==> src/hw/rvPkg.sv <==
package rvPkg;

	// major opcodes, low 7 bits of the word
	localparam logic [6:0] opR      = 7'b011_0011; // add, sub, mul
	localparam logic [6:0] opImm    = 7'b001_0011; // addi
	localparam logic [6:0] opLoad   = 7'b000_0011; // lw
	localparam logic [6:0] opStore  = 7'b010_0011; // sw
	localparam logic [6:0] opBranch = 7'b110_0011; // beq, blt
	localparam logic [6:0] opLui    = 7'b011_0111;
	localparam logic [6:0] opAuipc  = 7'b001_0111;

	// funct7 selects within R-type
	localparam logic [6:0] f7Base = 7'b000_0000;
	localparam logic [6:0] f7Sub  = 7'b010_0000;
	localparam logic [6:0] f7Mul  = 7'b000_0001; // M extension

	localparam logic [2:0] f3Add  = 3'b000;
	localparam logic [2:0] f3Word = 3'b010; // lw / sw width
	localparam logic [2:0] f3Beq  = 3'b000;
	localparam logic [2:0] f3Blt  = 3'b100;

	localparam logic [31:0] eofWord = 32'hFFFF_FFFF; // end of program marker

	localparam int imemWords = 64;
	localparam int dmemWords = 64;

	// core stages
	localparam logic [2:0] stInit = 3'd0;
	localparam logic [2:0] stIf   = 3'd1;
	localparam logic [2:0] stId   = 3'd2;
	localparam logic [2:0] stEx   = 3'd3;
	localparam logic [2:0] stMem  = 3'd4;
	localparam logic [2:0] stWb   = 3'd5;

	// one instruction word, seen through each encoding format
	typedef union packed {
		struct packed {
			logic [6:0] funct7;
			logic [4:0] rs2;
			logic [4:0] rs1;
			logic [2:0] funct3;
			logic [4:0] rd;
			logic [6:0] opcode;
		} rFields;
		struct packed {
			logic [11:0] imm;
			logic [4:0]  rs1;
			logic [2:0]  funct3;
			logic [4:0]  rd;
			logic [6:0]  opcode;
		} iFields;
		struct packed {
			logic [6:0] immHi; // also B-type imm[12|10:5]
			logic [4:0] rs2;
			logic [4:0] rs1;
			logic [2:0] funct3;
			logic [4:0] immLo; // also B-type imm[4:1|11]
			logic [6:0] opcode;
		} sFields;
		struct packed {
			logic [19:0] imm;
			logic [4:0]  rd;
			logic [6:0]  opcode;
		} uFields;
	} instrWord_u;

endpackage
==> src/hw/multiCycleCore.sv <==
`timescale 1ns/1ps

module multiCycleCore import rvPkg::*; (
	input  logic        CLOCK_50,
	input  logic        rstn,
	input  logic        progReady,
	input  logic [31:0] instr,
	input  logic [31:0] dmemRdata,
	output logic [5:0]  fetchAddr,
	output logic [5:0]  dmemAddr,
	output logic        dmemWe,
	output logic [31:0] dmemWdata,
	output logic        done,
	output logic [31:0] cycleCount,
	output logic [31:0] instrCount
);

	logic [2:0]  state;
	logic [31:0] pc;
	logic [31:0] regs [32];
	logic [31:0] rs1Q, rs2Q;  // operand latches from ID
	logic [31:0] aluOut;
	logic [31:0] mdr;

	instrWord_u  ir;
	logic [6:0]  opcode;
	logic [4:0]  rd;
	logic [31:0] immI, immS, immB, immU;
	logic [31:0] aluRes;
	logic        known;  // opcode/funct combination we implement
	logic        taken;

	// pc is held for the whole instruction, so the imem output stays valid ID..WB
	assign ir        = instr;
	assign fetchAddr = pc[7:2];
	assign opcode    = ir.rFields.opcode;
	assign rd        = ir.rFields.rd;

	// immediates, all sign extended
	assign immI = {{20{ir.iFields.imm[11]}}, ir.iFields.imm};
	assign immS = {{20{ir.sFields.immHi[6]}}, ir.sFields.immHi, ir.sFields.immLo};
	assign immB = {{20{ir.sFields.immHi[6]}}, ir.sFields.immLo[0],
		ir.sFields.immHi[5:0], ir.sFields.immLo[4:1], 1'b0};
	assign immU = {ir.uFields.imm, 12'b0};

	// ALU, only meaningful once rs1Q/rs2Q are loaded
	always_comb begin
		aluRes = '0;
		known  = 1'b1;
		case (opcode)
			opR: begin
				if (ir.rFields.funct3 != f3Add)
					known = 1'b0;
				case (ir.rFields.funct7)
					f7Base:  aluRes = rs1Q + rs2Q;
					f7Sub:   aluRes = rs1Q - rs2Q;
					f7Mul:   aluRes = rs1Q * rs2Q; // low 32 bits
					default: known = 1'b0;
				endcase
			end
			opImm: begin
				aluRes = rs1Q + immI;
				known  = (ir.iFields.funct3 == f3Add);
			end
			opLoad: begin
				aluRes = rs1Q + immI; // byte address
				known  = (ir.iFields.funct3 == f3Word);
			end
			opStore: begin
				aluRes = rs1Q + immS;
				known  = (ir.sFields.funct3 == f3Word);
			end
			opLui:   aluRes = immU;
			opAuipc: aluRes = pc + immU; // pc of this instruction
			opBranch: known = (ir.sFields.funct3 == f3Beq) || (ir.sFields.funct3 == f3Blt);
			default: known = 1'b0;
		endcase
	end

	// branch decision
	always_comb begin
		if (ir.sFields.funct3 == f3Blt)
			taken = $signed(rs1Q) < $signed(rs2Q);
		else
			taken = (rs1Q == rs2Q);
	end

	// address goes out during EX so load data is back in MEM
	assign dmemAddr  = aluRes[7:2];
	assign dmemWdata = rs2Q;

	always_ff @(posedge CLOCK_50) begin
		if (!rstn) begin
			state      <= stInit;
			pc         <= '0;
			done       <= 1'b0;
			dmemWe     <= 1'b0;
			cycleCount <= '0;
			instrCount <= '0;
			for (int i = 0; i < 32; i++)
				regs[i] <= '0;
		end else begin
			dmemWe <= 1'b0; // single cycle strobe, set from EX
			if (state != stInit && !done)
				cycleCount <= cycleCount + 32'd1;

			case (state)
				stInit: begin
					if (progReady) begin
						pc    <= '0;
						state <= stIf;
					end
				end
				stIf: state <= stId; // imem read in flight
				stId: begin
					if (instr == eofWord) begin
						done <= 1'b1; // park here
					end else begin
						rs1Q   <= regs[ir.rFields.rs1];
						rs2Q   <= regs[ir.rFields.rs2];
						aluOut <= pc + immB; // branch target, maybe unused
						state  <= stEx;
					end
				end
				stEx: begin
					instrCount <= instrCount + 32'd1;
					if (!known) begin
						pc    <= pc + 32'd4; // skip what we don't decode
						state <= stIf;
					end else if (opcode == opBranch) begin
						pc    <= taken ? aluOut : pc + 32'd4;
						state <= stIf;
					end else begin
						aluOut <= aluRes;
						dmemWe <= (opcode == opStore); // high during MEM only
						state  <= stMem;
					end
				end
				stMem: begin
					case (opcode)
						opLoad: begin
							mdr   <= dmemRdata;
							state <= stWb;
						end
						opAuipc: begin
							mdr   <= aluOut;
							state <= stWb;
						end
						opStore: begin
							pc    <= pc + 32'd4; // ram takes the write this edge
							state <= stIf;
						end
						default: begin // R-type, addi, lui
							if (rd != 5'd0)
								regs[rd] <= aluOut;
							pc    <= pc + 32'd4;
							state <= stIf;
						end
					endcase
				end
				stWb: begin
					if (rd != 5'd0)
						regs[rd] <= mdr; // x0 stays zero
					pc    <= pc + 32'd4;
					state <= stIf;
				end
				default: state <= stInit;
			endcase
		end
	end

endmodule

==> config.mk <==
export PLATFORM = sky130hd
export DESIGN_NAME = multiCycleCore
export DESIGN_NICKNAME = d
export VERILOG_FILES = /design/src/hw/rvPkg.sv /design/src/hw/multiCycleCore.sv
export SDC_FILE = /design/constraint.sdc
export NUM_CORES = 2
export LEC_CHECK = 0
export BUFFER_PORTS_ARGS = -buffer_cell sky130_fd_sc_hd__buf_2
export CAP_MARGIN = 20
export CORE_MARGIN = 8
export CORE_UTILIZATION = 45
export DETAILED_ROUTE_END_ITERATION = 8
export SYNTH_ARGS = -nofsm -noshare
export SYNTH_HDL_FRONTEND = slang
export SYNTH_SLANG_ARGS = --single-unit
==> constraint.sdc <==
create_clock -name CLOCK_50 -period 12 [get_ports CLOCK_50]
set_input_delay 1.8 -clock CLOCK_50 [delete_from_list [all_inputs] [get_ports CLOCK_50]]
set_output_delay 1.8 -clock CLOCK_50 [all_outputs]
set_load 0.02 [all_outputs]
== Word level (Yosys, flattened, before mapping) ==
Memories as Yosys holds them, arrays and structs flattened. A register that Yosys moved wholly into a read port is not among the register bits.
Cells that the tools add are included.
Storage, ports and cells
  register bits: 165
  RAM bits: 1024
  bits of input ports: 67
  output and inout port bits: 110
  word-level logic and storage cells: 111
  memories: 1
Operators by class
  add/subtract/negate cells: 9
  multipliers: 1
  order comparisons: 1
  eq/ne operators: 24
  multiplexer cells: 36
  bitwise gates (word level): 5
  reduce and logical (&&, ||, !) cells: 26
Memory list
  regs: words 32, bits a word 32, read ports 2, clocked after memory_dff 2, write ports 32, RTL line multiCycleCore.sv:20  | logic [31:0] regs [32];
Operator list (number)
  $mux 32: 10
  $add 32x32->32: 5
  $pmux 32 s5: 1
  $pmux 32 s2: 2
  $pmux 32 s4: 1
  $pmux 32 s3: 1
  $add 32x1->32 const B: 2
  $add 32x3->32 const B: 1
  $eq 32x32->1: 1
  $eq 32x32->1 const B: 1
  $lt 32x32->1: 1
  $mul 32x32->32: 1
  $reduce_or 32->1: 1
  $sub 32x32->32: 1
  $eq 7x6->1 const B: 4
  $pmux 3 s6: 1
  $mux 3: 5
  $eq 7x5->1 const B: 2
  $mux 1: 13
  $ne 2x2->1 const B: 5
  $eq 3x2->1 const B: 3
  $eq 3x3->1 const B: 3
  $reduce_or 2->1: 4
  $eq 7x1->1 const B: 1
  other kinds (23): 32

== Logic depth before layout (Yosys ltp) ==
  depth in word-level cells: 9
  depth in mapped cells: 30
  gate-level depth less buffers: 28

== Least setup slack after synthesis ==
No wires, ideal clock.
  kind: in2reg
  from: input instr[20]
  to: register rs2Q[0], in the netlist dmemWdata[0], read port of regs, enable pin
  library setup time: 666 ps
  data arrival time: 9345 ps
  data required time: 11334 ps
  slack: 1989 ps
  stages: 8
  path buffers: 3
  path through: clkbuf_1 -> buf_2 -> clkbuf_1 -> nand4_1 -> nor4_1 -> nand2_1 -> nor4_1 -> nor4b_1
On the way
  word-level cells in the longest chain between the ends: 3
Ends and longest elaborated chain
  start: declaration: RTL line multiCycleCore.sv:7  | input logic [31:0] instr,
  $eq 32x32->1: RTL line multiCycleCore.sv:116  | if (instr == eofWord) begin
  $not 1->1 (no source line)
  $reduce_and 3->1 (no source line)
  end: declaration: RTL line multiCycleCore.sv:21  | logic [31:0] rs1Q, rs2Q;
Parallel ways exist; a longest one is shown, timed or not.
A chain may end at the register's enable or synchronous reset.

== Final worst setup path ==
  from: register rs1Q[0], read port of regs
  to: output dmemAddr[5]
On the way
  word-level cells in the longest chain between the ends: 3
  elaborated cells between the ends (all ways): 7
  those cells by class: add/sub: 4; mul: 1; mux: 2
Ends and longest elaborated chain
  start: declaration: RTL line multiCycleCore.sv:21
  $mul 32x32->32, or another cell as far along: RTL line multiCycleCore.sv:57  | f7Mul: aluRes = rs1Q * rs2Q;
  $pmux 32 s3: RTL line multiCycleCore.sv:54  | case (ir.rFields.funct7)
  $pmux 32 s5 (*): RTL line multiCycleCore.sv:50  | case (opcode)
  end: declaration: RTL line multiCycleCore.sv:10  | output logic [5:0] dmemAddr,
Mark *: on every way between the ends. The rest lies on a longest branch, timed or not.

==> impl_results.md <==
* Synth unique cells at 105
* Clk_skew at 39.9 ps
* Worst rel slew slack at 0.211
* DRT Pass-1 Iters at 8
* Final setup fails at 0
* Chain of cells forming the critical path: clkinv_1, buf_4, nor2_1, ha_1, inv_1, fa_1, inv_1, fa_1, ha_1, ha_1, ha_1, ha_1, ha_1, o21a_1, o31a_1, a21oi_1, nor2_1, a311oi_1, a41oi_1, o21ai_0, buf_2
* DR vias/cell at 6.38
* DP Area at 0.0892 mm2
* Status: complete, no violations
* Die Span Y at 451 um
* Share of cells above drive strength 1 at 0.173
* Largest net degree at the start of global routing at 133
* Synth warn at 0
* Synthesized cell area at 0.0852 mm2
* Crit. End Element: output pin
* Worst Path Required at 10200 ps
* Post-CTS Setup Bufs at 0
* Max incr delay on CP at 1080 ps
* Area of the die at 0.204 mm2
* H-tree lvl count at 4
* Global route total overflow at 0
* RSZ-0062 raised after global routing: false
* Syn Area/Cell at 11.5 um2
* CP endpoint: dmemAddr[5]
* Root Driver: clkbuf_16
* Post-synth EDFFs at 1152
* Combinational power share at 0.565
* Final GP Congestion at 0.976
* Internal at 0.0119 W
* Cell accounting for the most synthesized area: edfxtp_1
* Final Cell Area at 0.0939 mm2
* Sequential share of the synthesized area at 0.430
* Synth area leaders: edfxtp_1 (41%), mux4_2 (12%), fa_1 (9.7%)
* Setup TNS at 0 ps
* Critical Path Stages at 21
* Final period util at 0.784
* Clock share of power at 0.198
* Antenna-violating nets left at 0
* Post-synth ARST share at 0
* Worst Setup Start Kind: flop
* Number of synthesized register bits at 1253
* Worst setup path start: rs1Q[0]
* Switching Share at 0.441
* Top cell by count, worst path: ha_1
* Critical R2R Capture: aluOut[23]
* Port Buffers at 176
* R2R depth at 25
* Reg2reg start: rs1Q[0]
* Buf/Inv on CP at 5
* NetSw at 0.00941 W
* First-pass GRT wire length at 448 mm
* Gate Count Post-Synth at 7410
* Yosys top cell area share at 0.406
* Fin cells at 10.0k
* Resized cells post-CTS at 0
* Final min period at 9410 ps
* Number of global-route vias before repair at 63.8k
* Hold_buf cts at 0
* Ys flop type: edfxtp_1
* Hold Vio Cnt, Final at 0
* CTS Buffer Depth at 3
* GR Util All Layers at 0.300
* Reg-to-reg slack, setup at 3400 ps
* Core Area at 0.188 mm2
* Slew Viols, Final at 0
* CTS tree: built
* Final core occ at 0.500
* Total power at 0.0213 W
* Max-Cap Viols at 0
* Dpl cells at 9728
* CTS buffer count at 140
* Largest delay contributor family on the critical path: adder cells
* DR vias at 63.8k
* WS Path Type: reg -> out
* Worst-path clk slew at 60 ps
* Hold Path Class: reg -> reg
* CP max FO at 20
* Per-cell routed wire length at 31.4 um
* Row Count at 159
* Antenna violations before repair at 18
* Post-DP HPWL at 201 mm
* DRC at 0
* Max VDD drop at 1150 uV
* Chip Width at 451 um
* Starting Density at 0.453
* Clock sink total at 1253
* Worst-margin pin slew at 1170 ps
* LEAKAGE at 36.2 nW
* Sequential share of power at 0.237
* 1st-iter DRT viols at 8321
* Slowest cell on crit path: edfxtp_1
* Area delta synth->final at 10.2%
* Clk Latency, worst-skew pair at 790 ps
* Nets at 8138
* Critical path arrival at 7610 ps
* Pwr dens at 227 mW/mm2
* Fmax at 106 MHz
* Ports at 177
* Final WL at 314 mm
## cell families (layout without fill, tap and decap cells)
logic type | Yosys count | in the layout | synth area share
AND/OR/NAND/NOR | 2379 | 2379 | 0.122
flip-flops | 1253 | 1253 | 0.430
buffers and inverters | 1045 | 1101 | 0.0474
AO/OA/AOI/OAI | 993 | 993 | 0.0762
multiplexers | 818 | 818 | 0.164
adder cells (fa/ha/maj) | 682 | 682 | 0.137
XOR/XNOR | 239 | 239 | 0.0246
other | 1 | 45 | 0.0000440
## flip-flops by register name, summed over array words and instances (netlist names), 3 cells and up
signal      cells
regs         1024
aluOut         32
cycleCount     32
dmemWdata      32
instrCount     32
mdr            32
pc             32
rs1Q           32
state           3
## power groups by stage
stage,clock [W],sequential [W],combinational [W]
6_report,0.00422,0.00506,0.0120
5_1_grt,0.00443,0.00507,0.0131
4_1_cts,0.00426,0.00505,0.0120
3_5_place_dp,0,0.00514,0.0119
3_3_place_gp,0,0.00513,0.0118
2_1_floorplan,0,0.00509,0.00806
## layout make-up
type                       count  area (um2)
clock buffer                 175        3750
clock inverter                75         659
timing repair buffer         365        2610
fill                       16509       94100
antenna                       13        32.5
sequential                  1253       36600
inverter                     486        1830
multi-input combinational   5143       45300
tap                         2495        3120
## worst min-delay path: stages, from the launching register on
cell and delay (ps):
dfxtp_1 330, nand2_1 60, a21oi_1 60
## Yosys cell counts, types with 12 or more instances
master    count
nor2_1     1241
edfxtp_1   1152
nand2_1     552
inv_1       483
clkbuf_1    464
mux4_2      448
fa_1        413
a21oi_1     280
and2_1      269
ha_1        269
o21ai_0     242
mux2i_1     235
xnor2_1     141
mux2_2      135
dfxtp_1     101
o221ai_1     99
xor2_1       98
buf_1        65
nand3_1      64
o22ai_1      64
nor3_1       46
a21o_1       41
nor2b_1      34
and3_1       28
o21a_1       28
nand4_1      27
nand2b_1     25
o21bai_1     22
nor4_1       21
or3_1        20
a22oi_1      18
o31ai_1      16
and4_1       15
buf_2        15
a221oi_1     14
a211oi_1     12
a31oi_1      12
## cell usage in the layout, fill, tap and decap left out, drive strengths merged, types with 99 or more instances in the layout
cell	count
a21oi	283
and2	271
buf	365
clkbuf	175
dfxtp	101
edfxtp	1152
fa	413
ha	269
inv	490
mux2	135
mux2i	235
mux4	448
nand2	552
nor2	1241
o21ai	246
o221ai	99
xnor2	141
## metrics by stage
| step | setup WS, ps | hold slack (ps) |
|---|---|---|
| 6_report | 2590 | 497 |
| 5_1_grt | 2590 | 513 |
| 4_1_cts | 2840 | 492 |
| 3_5_place_dp | 3690 | 473 |
| 3_3_place_gp | 3660 | 468 |
| 2_1_floorplan | 1990 | 447 |
## per-layer routing
metal	global-route usage	wire length [um]
met1	0.373	113000
met2	0.485	147000
met3	0.0719	33800
met4	0.161	20100
met5	0	66
## worst min path at each step
stage / endpoint / cells past startpoint / from
after floorplan: pc[0] / 2 / pc[0]
after global placement: pc[0] / 2 / pc[0]
after detailed placement: pc[0] / 2 / pc[0]
after CTS: pc[0] / 2 / pc[0]
after global routing: pc[0] / 2 / pc[0]
final: instrCount[1] / 2 / instrCount[1]
Note: power is estimated with default switching activity, not from simulation.
