`src/hw/rvPkg.sv`:
```
package rvPkg;

	// major opcodes, low 7 bits of the word
	localparam logic [6:0] opR      = 7'b011_0011; // add, sub, mul
	localparam logic [6:0] opImm    = 7'b001_0011; // addi
	localparam logic [6:0] opLoad   = 7'b000_0011; // lw
	localparam logic [6:0] opStore  = 7'b010_0011; // sw
	localparam logic [6:0] opBranch = 7'b110_0011; // beq, blt
	localparam logic [6:0] opLui    = 7'b011_0111;
	localparam logic [6:0] opAuipc  = 7'b001_0111;

	// funct7 selects within R-type
	localparam logic [6:0] f7Base = 7'b000_0000;
	localparam logic [6:0] f7Sub  = 7'b010_0000;
	localparam logic [6:0] f7Mul  = 7'b000_0001; // M extension

	localparam logic [2:0] f3Add  = 3'b000;
	localparam logic [2:0] f3Word = 3'b010; // lw / sw width
	localparam logic [2:0] f3Beq  = 3'b000;
	localparam logic [2:0] f3Blt  = 3'b100;

	localparam logic [31:0] eofWord = 32'hFFFF_FFFF; // end of program marker

	localparam int imemWords = 64;
	localparam int dmemWords = 64;

	// core stages
	localparam logic [2:0] stInit = 3'd0;
	localparam logic [2:0] stIf   = 3'd1;
	localparam logic [2:0] stId   = 3'd2;
	localparam logic [2:0] stEx   = 3'd3;
	localparam logic [2:0] stMem  = 3'd4;
	localparam logic [2:0] stWb   = 3'd5;

	// one instruction word, seen through each encoding format
	typedef union packed {
		struct packed {
			logic [6:0] funct7;
			logic [4:0] rs2;
			logic [4:0] rs1;
			logic [2:0] funct3;
			logic [4:0] rd;
			logic [6:0] opcode;
		} rFields;
		struct packed {
			logic [11:0] imm;
			logic [4:0]  rs1;
			logic [2:0]  funct3;
			logic [4:0]  rd;
			logic [6:0]  opcode;
		} iFields;
		struct packed {
			logic [6:0] immHi; // also B-type imm[12|10:5]
			logic [4:0] rs2;
			logic [4:0] rs1;
			logic [2:0] funct3;
			logic [4:0] immLo; // also B-type imm[4:1|11]
			logic [6:0] opcode;
		} sFields;
		struct packed {
			logic [19:0] imm;
			logic [4:0]  rd;
			logic [6:0]  opcode;
		} uFields;
	} instrWord_u;

endpackage
```
`src/hw/progLoader.sv`:
```
`timescale 1ns/1ps

module progLoader import rvPkg::*; (
	input  logic        CLOCK_50,
	input  logic        rstn,
	input  logic        loadReq,
	input  logic [31:0] loadData,
	output logic        loadAck,
	output logic        progReady,
	output logic        imemWe,
	output logic [5:0]  imemAddr,
	output logic [31:0] imemData
);

	logic newWord; // req seen, not yet acked

	assign newWord = loadReq && !loadAck;

	// write straight from the host bus on the accepting edge
	assign imemWe   = newWord && !progReady; // late words are dropped
	assign imemData = loadData;

	// four-phase slave
	always_ff @(posedge CLOCK_50) begin
		if (!rstn) begin
			loadAck   <= 1'b0;
			progReady <= 1'b0;
			imemAddr  <= '0;
		end else begin
			if (newWord) begin
				loadAck <= 1'b1; // ack one cycle after the write
				if (!progReady) begin
					imemAddr <= imemAddr + 6'd1; // next free slot
					if (loadData == eofWord)
						progReady <= 1'b1; // program closed, held until reset
				end
			end else if (!loadReq && loadAck) begin
				loadAck <= 1'b0; // host let go of req
			end
			// req still high with ack high: host is holding us, just wait
		end
	end

endmodule

```
`config.mk`:
```
export PLATFORM = sky130hd
export DESIGN_NAME = progLoader
export DESIGN_NICKNAME = d
export VERILOG_FILES = /design/src/hw/rvPkg.sv /design/src/hw/progLoader.sv
export SDC_FILE = /design/constraint.sdc
export NUM_CORES = 1
export LEC_CHECK = 0
export BUFFER_PORTS_ARGS = -buffer_cell sky130_fd_sc_hd__buf_2
export CAP_MARGIN = 20
export CORE_MARGIN = 2
export CORE_UTILIZATION = 33
export DETAILED_ROUTE_END_ITERATION = 8
export PLACE_DENSITY = 0.79
export SETUP_SLACK_MARGIN = 0.05
export SLEW_MARGIN = 25
export SYNTH_ARGS = -nofsm -noshare
export SYNTH_HDL_FRONTEND = slang
export SYNTH_SLANG_ARGS = --single-unit
```
`constraint.sdc`:
```
create_clock -name CLOCK_50 -period 1.7 [get_ports CLOCK_50]
set_clock_uncertainty 0.2 [all_clocks]
set_input_delay 0.34 -clock CLOCK_50 [delete_from_list [all_inputs] [get_ports CLOCK_50]]
set_output_delay 0.34 -clock CLOCK_50 [all_outputs]
set_load 0.02 [all_outputs]
```
# Word-level counts from Yosys, hierarchy flattened
# Cells that the tools add are included.
# word_totals
word_cells,18
register_bits,8
# classes
reduce_logical,8
mux,4
n_bitwise,1
n_addsub,1
eq_ne,1
# op_table
op,n
"32-bit == test, second input constant",1
"6-bit by 1-bit adder with 6-bit output, second input constant",1
1-bit two-way mux,4
1-bit logical AND,3
1-bit zero test,3
2-bit AND reduction,1
2-bit nonzero test,1
1-bit NOT,1

# Depth between registers and ports, before layout
# Gate-level depths: netlist of run 1.
# logic_depth
ltp_word,4
depth_mapped,5

# Worst setup path before layout of run 1
# OpenSTA, ideal clock, no wires.
# synth_timing
kind,register to register
from,register loadAck
to,register imemAddr[1]
stages_incl_launch_ff,6
t_arrival_ns,1.425
slack_ns,-0.044
cell_sequence,dfxtp_1 > inv_1 > ha_1 > nor2b_1 > mux2i_1 > nor2_1
# synth_via
elab_chain_cells,3
# synth_lines
element,line,rtl
from (decl),progLoader.sv:8,"output logic loadAck,"
from (signal assigned),progLoader.sv:26,loadAck <= 1'b0;
from (signal assigned),progLoader.sv:31,loadAck <= 1'b1;
from (signal assigned),progLoader.sv:38,loadAck <= 1'b0;
1-bit zero test,progLoader.sv:17,assign newWord = loadReq && !loadAck;
1-bit logical AND,progLoader.sv:17,
via newWord,progLoader.sv:15,logic newWord;
2-bit AND reduction (no source line),-,
to (signal assigned),progLoader.sv:33,imemAddr <= imemAddr + 6'd1;
to (decl),progLoader.sv:11,"output logic [5:0] imemAddr,"
# The timed path passes the listed nets, and every way through them passes these cells.
# A chain may end at the register's enable or synchronous reset.

# Worst setup path after layout of run 1
# layout_timing
from,register loadAck
to,output imemWe
# layout_via
elab_chain_cells,3
# layout_lines
element,line,rtl
1-bit zero test,progLoader.sv:17,
1-bit logical AND,progLoader.sv:17,
via newWord,progLoader.sv:15,
1-bit logical AND,progLoader.sv:20,assign imemWe = newWord && !progReady;
to (decl),progLoader.sv:10,"output logic imemWe,"
# The timed path passes the listed nets, and every way through them passes these cells.

==> impl_metrics.csv, run 1 <==
group,metric,value,unit
floorplanning,num_rows,16,
synth,yosys_warnings,0,
synth,yosysSeqAreaShare,0.242,
job,cap_violations,0,
floorplanning,die_w,48.8,um
setup_path,worstSetupEndpointType,"output pin",
finish,drive_above_1_share,0.659,
drt,wl_per_cell,10.7,um
setup_path,reg2reg_slack,0.15,ns
timing,slew_violations,0,
clock_network,cts_tree,"yes",
clock_network,cts_made_buffers,3,
timing,fin_crit_sh,0.941,
synth,synthesis.nets,118,
setup_path,worstPathRequired,1.16,ns
worst_hold_path,hp-start,"rstn",
setup_path,arrival,1.06,ns
setup_path,start_kind,"register",
timing,post-route-min-period,1.60,ns
finish,layout_common_cells,"74 x buf_2, 8 x nand4_1, 7 x dfxtp_1, 5 x nor2_1",
placed_design,gp_congestion,0.704,
clock_network,root_buffer,"clkbuf_4",
global_routing,grt_max_degree,8,
setup_path,r2r-start,"loadAck",
setup_path,rr_endpoint,"imemAddr[5]",
synth,postSynthAreaPerCell,8.17,sq um
floorplanning,start_util,0.344,
placed_design,place_area,841,sq um
finish,diodes,0,
setup_path,path_max_fanout,3,
drt,drt_pass1_iterations,4,
synth,syn-cell-area,662,sq um
drt,wl,1680,um
drt,vias,698,
finish,regArea,161,sq um
worst_hold_path,holdPathStages,2,
global_routing,grt_pass1_wl,2780,um
placed_design,dp_hpwl,1510,um
floorplanning,core_area,1920,sq um
clock_network,clk_latency,0.24,ns
timing,max_freq,0.625,GHz
timing,setup_viol,0,
timing,max_slew.worst_pin.slew,0.226,ns
finish,nNetsFinal,168,
timing,rsz0062_at_grt,"no",
clock_network,clk_path_buf_depth,2,
setup_path,path_class,"register to output pin",
synth,synth_cells,81,
finish,multi_input_area,270,sq um
clock_network,cts.sinks,8,
power_and_ir_drop,vdd_drop_max,0.203,mV
drt,drc,0,
timing,hold_ws,0.128,ns
finish,final_common_cell,"buf_2",
floorplanning,dieArea,2380,sq um
run_status,status,"finished clean",
drt,vias_per_cell,4.47,
drt,drtIter0Drc,8,
clock_network,htree_levels,1,
timing,slew_headroom,0.848,
power_and_ir_drop,p_per_area,628,nW/um^2
floorplanning,num_io_pins,76,
timing,tns,0,ns
worst_hold_path,min_to,"progReady",
finish,postLayoutCellArea,892,sq um
power_and_ir_drop,p_leak,0.499,nW
placed_design,place_worst_setup_slack,0.0505,ns
global_routing,track_usage,0.142,
finish,fillers,213,
global_routing,grt_pass1_vias,684,
global_routing,antenna_found_initial,0,
timing,setup_slack,0.101,ns
placed_design,port_buffers,75,
setup_path,reg2reg_depth,6,
finish,finish.utilization,0.464,
synth,ys_ff_latch,8,
finish,syn2layout_area_growth,34.8,%
clock_network,clk_pin_slew,0.05,ns
floorplanning,fp.dieH,48.8,um
worst_hold_path,hold_path_class,"input port to register",
timing,final_hold_viol_count,0,
global_routing,grt-ovfl-total,0,
synth,synth.distinct_cells,20,
drt,ant_nets,0,
==> sequential cells by signal (all words and copies together), names as in the netlist <==
| name | flops |
|---|---|
| imemAddr | 6 |
| loadAck | 1 |
| progReady | 1 |
==> per-stage QoR <==
stage | instances | total power, mW
finish | 156 | 0.560
global route | 156 | 0.595
detailed placement | 152 | 0.417
CTS | 156 | 0.570
global placement | 152 | 0.410
floorplan | 81 | 0.366
==> Yosys cell counts (all sizes together) <==
cell | n | area (sq um)
nor2 | 5 | 18.8
xor2 | 1 | 8.76
a32o | 1 | 10.0
or3 | 3 | 18.8
inv | 3 | 11.3
nand4 | 8 | 50.1
ha | 2 | 25.0
nor3 | 1 | 5.00
nor4 | 1 | 6.26
a21oi | 3 | 15.0
mux2i | 2 | 20.0
xnor2 | 1 | 8.76
nand3 | 1 | 5.00
buf | 32 | 240
nand2 | 2 | 7.51
nor2b | 1 | 6.26
nand4b | 1 | 15.0
dfxtp | 8 | 160
o21ai | 3 | 15.0
nand3b | 2 | 15.0
==> how the worst max path moves through the flow <==
stage               slack [ns]           to    start  cells after the start
finish                    0.10       imemWe  loadAck                      4
global placement          0.13       imemWe  loadReq                      4
detailed placement        0.05  imemAddr[5]  loadReq                      5
global route              0.06       imemWe  loadAck                      4
CTS                       0.06       imemWe  loadAck                      4
floorplan                 0.11  imemAddr[1]  loadAck                      5
==> critical path: stages, from the launching register on <==
cell,delay [ns]
dfxtp_2,0.34
inv_2,0.05
ha_4,0.15
nor2b_4,0.12
buf_4,0.16
==> layer usage <==
layer	share of wire	routed length, um	GRT usage	vias up
met5	0	0	0	-
met4	0.0036	6	0.0429	0
met3	0.049	82	0.0184	2
met2	0.58	979	0.299	22
met1	0.36	607	0.140	324
li1	-	-	-	350
==> power breakdown <==
group          internal, mW  total [mW]  switching (mW)
Sequential            0.197       0.208          0.0107
Combinational        0.0905       0.215           0.124
Clock                0.0803       0.138          0.0577
==> final cells by class <==
type	count	area share
Multi-Input combinational cell	38	0.303
Tap cell	27	0.0379
Inverter	3	0.0126
Sequential cell	8	0.181
Clock buffer	3	0.0252
Timing Repair Buffer	77	0.440
==> repair_timing <==
| item | in CTS | in global routing |
|---|---|---|
| pin swaps | 1 | 0 |
| setup endpoints to repair | 1 | 2 |
| resized for setup | 5 | 1 |
| buffers inserted | 1 | 0 |
| hold buffers | 0 | 0 |
==> cell families after synthesis <==
family	share of synthesized area
buffers and inverters	0.380
AOI/OAI and AO/OA	0.0605
muxes	0.0302
and+or+nand+nor	0.223
adders and majority gates	0.0378
xor gates and xnor gates	0.0265
DFF	0.242
No activity file was read; power rests on OpenSTA's default activity.
==> run 2: changes to the inputs <==
==> constraint.sdc (replaced) <==
create_clock -name CLOCK_50 -period 1.76 [get_ports CLOCK_50]
set_clock_uncertainty 0.2 [all_clocks]
set_input_delay 0.352 -clock CLOCK_50 [delete_from_list [all_inputs] [get_ports CLOCK_50]]
set_output_delay 0.352 -clock CLOCK_50 [all_outputs]
set_load 0.02 [all_outputs]
==> run 2 against run 1 <==
- sequential power shrank 4%
- die area is the same
- worst hold slack gained 0.016 ns
- non-clock buffer count shrank 1
- core utilization shrank 0.39 points
- count of clock-buffer cells in the layout is the same
- power shrank 4.1%
- via count shrank 1.9%
- worst setup slack lost 0.0078 ns
- critical endpoint unchanged
- largest power group unchanged
- highest routed layer unchanged
==> impl_metrics.csv, run 2 (synthesized netlist as in run 1, its figures left out) <==
group,metric,value,unit
setup_path,path_max_fanout,6,
placed_design,gp_congestion,0.710,
setup_path,arrival,1.11,ns
power_and_ir_drop,p_leak,0.494,nW
finish,largest-register,"imemAddr",
finish,syn2layout_area_growth,33.6,%
setup_path,reg2reg_slack,0.27,ns
timing,setup_viol,0,
finish,regArea,161,sq um
floorplanning,num_io_pins,76,
global_routing,grt-ovfl-total,0,
floorplanning,fp.dieH,48.8,um
drt,vias,685,
run_status,status,"finished clean",
drt,wl_per_cell,10.8,um
setup_path,worstPathRequired,1.21,ns
worst_hold_path,hold_path_class,"input port to register",
placed_design,port_buffers,75,
global_routing,use_met3,0.0184,
drt,drc,0,
drt,drt_pass1_iterations,4,
timing,slew_headroom,0.837,
floorplanning,die_w,48.8,um
finish,multi_input_area,270,sq um
global_routing,grt_max_degree,8,
clock_network,cts.sinks,8,
setup_path,start_kind,"register",
global_routing,grt_pass1_vias,648,
finish,final_common_cell,"buf_2",
finish,largest_reg_flops,6,
clock_network,cts_made_buffers,3,
timing,fin_crit_sh,0.947,
job,cap_violations,0,
floorplanning,dieArea,2380,sq um
finish,diodes,0,
finish,nNetsFinal,167,
clock_network,clk_pin_slew,0.05,ns
timing,max_freq,0.600,GHz
power_and_ir_drop,vdd_drop_max,0.220,mV
finish,top_regs,"imemAddr x6, loadAck x1, progReady x1",
clock_network,clk_latency,0.24,ns
finish,layout_common_cells,"74 x buf_2, 8 x nand4_1, 7 x dfxtp_1, 5 x nor2_1",
setup_path,worstSetupEndpointType,"output pin",
placed_design,place_worst_setup_slack,0.0354,ns
timing,slew_violations,0,
floorplanning,start_util,0.344,
global_routing,grt_pass1_wl,2740,um
clock_network,htree_levels,1,
drt,wl,1670,um
global_routing,antenna_found_initial,0,
finish,fillers,216,
floorplanning,core_area,1920,sq um
global_routing,grt_use_met2,0.276,
timing,setup_slack,0.0930,ns
clock_network,hold_buffers,0,
drt,ant_nets,0,
floorplanning,num_rows,16,
drt,vias_per_cell,4.42,
power_and_ir_drop,p_per_area,608,nW/um^2
placed_design,dp_hpwl,1490,um
timing,max_slew.worst_pin.slew,0.242,ns
timing,tns,0,ns
global_routing,grt_busiest_layer,"met2",
drt,drtIter0Drc,5,
timing,rsz0062_at_grt,"no",
global_routing,met1_usage,0.152,
setup_path,path_class,"register to output pin",
clock_network,cts_tree,"yes",
global_routing,track_usage,0.140,
clock_network,root_buffer,"clkbuf_4",
timing,final_hold_viol_count,0,
finish,drive_above_1_share,0.648,
clock_network,clk_path_buf_depth,2,
timing,post-route-min-period,1.67,ns
run 2: changes by cell type in the layout (fill, tap and decap cells not counted):
cell   previous run  this run
inv_1             2         3
inv_2             1         0
buf_4             3         2
run 2: worst paths after layout:
check | startpoint | endpoint | depth (start not counted)
worst max-delay path | loadAck | imemWe | 4
worst min-delay path | rstn | progReady | 2
worst max register to register | loadAck | imemAddr[5] | 5
worst min register to register | imemAddr[5] | imemAddr[5] | 2
run 2: report_power, final:
| group | switching, mW | internal, mW |
|---|---|---|
| Combinational | 0.119 | 0.0860 |
| Clock | 0.0549 | 0.0775 |
| Sequential | 0.0100 | 0.190 |
| Total | 0.184 | 0.354 |
run 2: per-layer routing:
layer / part of all wire / wire, um / vias to the layer above
met5: 0 / 0 / -
met4: 0.0036 / 6 / 0
met3: 0.050 / 83 / 2
met2: 0.57 / 945 / 22
met1: 0.38 / 636 / 315
li1: - / - / 346
run 2: cell type report:
class	instances	area share
clock buffer	3	0.0255
inverter	3	0.0127
multi-input combinational	38	0.306
sequential	8	0.182
tap	27	0.0382
timing repair buffer	76	0.436
run 2: worst max-delay path: stages (launching register included):
cell	delay [ns]
dfxtp_2	0.32
inv_1	0.08
ha_4	0.17
nor2b_4	0.16
buf_4	0.14
run 2: timing repair:
item | 4_1_cts | 5_1_grt
setup buffers | 1 | 0
gates resized for setup | 4 | 1
endpoints found under the setup margin | 1 | 1
run 2: stage by stage:
step                utilization  total power [mW]  hold WS, ns  area [sq um]  instances
floorplan                     -             0.353        0.274           664         81
global placement          0.434             0.394        0.263           833        151
detailed placement        0.434             0.399        0.285           833        151
CTS                       0.460             0.547        0.140           883        155
global route              0.460             0.570        0.165           885        155
finish                    0.460             0.538        0.145           885        155
==> run 3: changes to the inputs <==
--- a/config.mk
+++ b/config.mk
@@ -8,9 +8,10 @@
 export BUFFER_PORTS_ARGS = -buffer_cell sky130_fd_sc_hd__buf_2
 export CAP_MARGIN = 20
 export CORE_MARGIN = 2
-export CORE_UTILIZATION = 33
+export CORE_UTILIZATION = 34
+export CTS_BUF_LIST = sky130_fd_sc_hd__clkbuf_8
 export DETAILED_ROUTE_END_ITERATION = 8
-export PLACE_DENSITY = 0.79
+export PLACE_DENSITY = 0.81
 export SETUP_SLACK_MARGIN = 0.05
 export SLEW_MARGIN = 25
 export SYNTH_ARGS = -nofsm -noshare
==> run 3 against run 2 <==
- die area fell by 2.7%
- power rose by 16%
- cell area increased by 2.3%
- core utilization increased by 4.7 points
- sequential cell count unchanged
- clock power rose by 65%
- sequential power about the same
- global-route usage grew 1.7 points
- combinational power about the same
- worst setup slack better by 0.015 ns
- sequential share of layout area is 0.54 points lower
- critical path type unchanged
- largest power group is now clock
==> impl_metrics.csv, run 3 (synthesized netlist as in run 1, its figures left out) <==
group,metric,value,unit
floorplanning,fp.dieH,48.1,um
drt,wl,1630,um
clock_network,hold_buffers,0,
placed_design,dp_cells,150,
clock_network,cts_tree,"yes",
finish,layout_common_cells,"74 x buf_2, 8 x nand4_1, 8 x dfxtp_1, 5 x nor2_1, 4 x buf_4",
setup_path,rr_endpoint,"progReady",
timing,max_freq,0.606,GHz
global_routing,track_usage,0.157,
setup_path,worstSetupEndpointType,"output pin",
timing,slew_headroom,0.815,
floorplanning,core_area,1780,sq um
clock_network,htree_levels,1,
finish,diodes,0,
global_routing,grt_max_degree,8,
setup_path,cp_slowest_cell,"dfxtp_1",
finish,largest-register,"imemAddr",
worst_hold_path,hp-start,"rstn",
setup_path,worstPathRequired,1.21,ns
power_and_ir_drop,vdd_drop_max,0.305,mV
finish,nNetsFinal,169,
setup_path,critPathLaunch,"loadAck",
clock_network,cts.sinks,8,
timing,post-route-min-period,1.65,ns
timing,final_hold_viol_count,0,
setup_path,cp_cell_sequence,"inv_1 -> ha_2 -> nor2b_4 -> buf_4",
worst_hold_path,holdPathStages,2,
drt,wl_per_cell,10.5,um
setup_path,reg2reg_depth,6,
drt,ant_nets,0,
finish,final_common_cell,"buf_2",
setup_path,crit_buf_inv,2,
floorplanning,num_io_pins,76,
power_and_ir_drop,p_leak,0.509,nW
floorplanning,dieArea,2320,sq um
timing,rsz0062_at_grt,"no",
clock_network,clk_pin_slew,0.04,ns
finish,top_regs,"imemAddr x6, loadAck x1, progReady x1",
setup_path,path_class,"register to output pin",
clock_network,cts_made_buffers,3,
timing,setup_viol,0,
placed_design,dp_hpwl,1440,um
drt,vias_per_cell,4.51,
worst_hold_path,hold_path_class,"input port to register",
global_routing,grt_pass1_vias,630,
setup_path,path_max_fanout,3,
job,cap_violations,0,
clock_network,clk_path_buf_depth,2,
placed_design,port_buffers,75,
timing,slew_violations,0,
floorplanning,start_util,0.371,
clock_network,root_buffer,"clkbuf_8",
timing,max_slew.worst_pin.slew,0.275,ns
floorplanning,num_rows,15,
setup_path,cpPeakStageDelay,0.31,ns
setup_path,reg2reg_slack,0.22,ns
worst_hold_path,min_to,"progReady",
drt,drc,0,
power_and_ir_drop,p_per_area,689,nW/um^2
finish,drive_above_1_share,0.646,
global_routing,antenna_found_initial,0,
placed_design,gp_congestion,0.750,
timing,fin_crit_sh,0.938,
timing,hold_ws,0.171,ns
floorplanning,die_w,48.1,um
finish,syn2layout_area_growth,36.7,%
finish,largest_reg_flops,6,
global_routing,grt-ovfl-total,0,
global_routing,grt_pass1_wl,2550,um
setup_path,arrival,1.10,ns
timing,tns,0,ns
drt,drt_pass1_iterations,4,
finish,stdcell_count,155,
setup_path,r2r-start,"loadAck",
drt,vias,699,
clock_network,clk_latency,0.23,ns
setup_path,start_kind,"register",
setup_path,path_delay_family,"flip-flops",
run_status,status,"finished clean",
drt,drtIter0Drc,9,
-- run 3: cell type report --
| class | count | area [sq um] |
|---|---|---|
| fill | 184 | 878 |
| clock buffer | 3 | 41.3 |
| inverter | 3 | 11.3 |
| timing repair buffer | 78 | 400 |
| sequential | 8 | 160 |
| tap | 25 | 31.3 |
| multi-input combinational | 38 | 260 |
-- run 3: routing by layer --
layer / wire, um / vias up / global-route usage
met1: 637 / 305 / 0.174
met3: 164 / 5 / 0.0333
met4: 28 / 0 / 0.0811
met2: 795 / 41 / 0.280
met5: 0 / - / 0
li1: - / 348 / -
-- run 3: worst reg2reg max path, cell delays in order (launching register included) --
cell	delay, ns
dfxtp_1	0.31
inv_1	0.05
ha_2	0.19
buf_4	0.13
nand4_1	0.08
nor4_1	0.32
a32o_1	0.20
-- run 3: per-stage QoR --
stage	power, mW	area (sq um)	setup WS [ns]	utilization
floorplan	0.353	664	0.172	-
global placement	0.397	838	0.190	0.470
detailed placement	0.399	838	0.100	0.470
CTS	0.623	887	0.0552	0.498
global route	0.657	905	0.0685	0.507
finish	0.623	905	0.108	0.507
-- run 3: repair_timing --
| item | 4_1_cts | 5_1_grt |
|---|---|---|
| buffers inserted | 0 | 2 |
| setup endpoints to repair | 1 | 1 |
| resized for setup | 2 | 1 |
-- run 3: worst max path at each step --
| stage | endpoint | cells past startpoint |
|---|---|---|
| after detailed placement | progReady | 6 |
| after floorplan | imemAddr[1] | 5 |
| after global placement | imemWe | 4 |
| final | imemWe | 4 |
| after CTS | imemWe | 4 |
| after global routing | imemWe | 4 |
-- run 3: power breakdown --
group	internal, mW	total, mW	switching (mW)
sequential	0.191	0.200	0.00924
clock	0.148	0.218	0.0697
combinational	0.0875	0.206	0.119
total	0.426	0.623	0.198
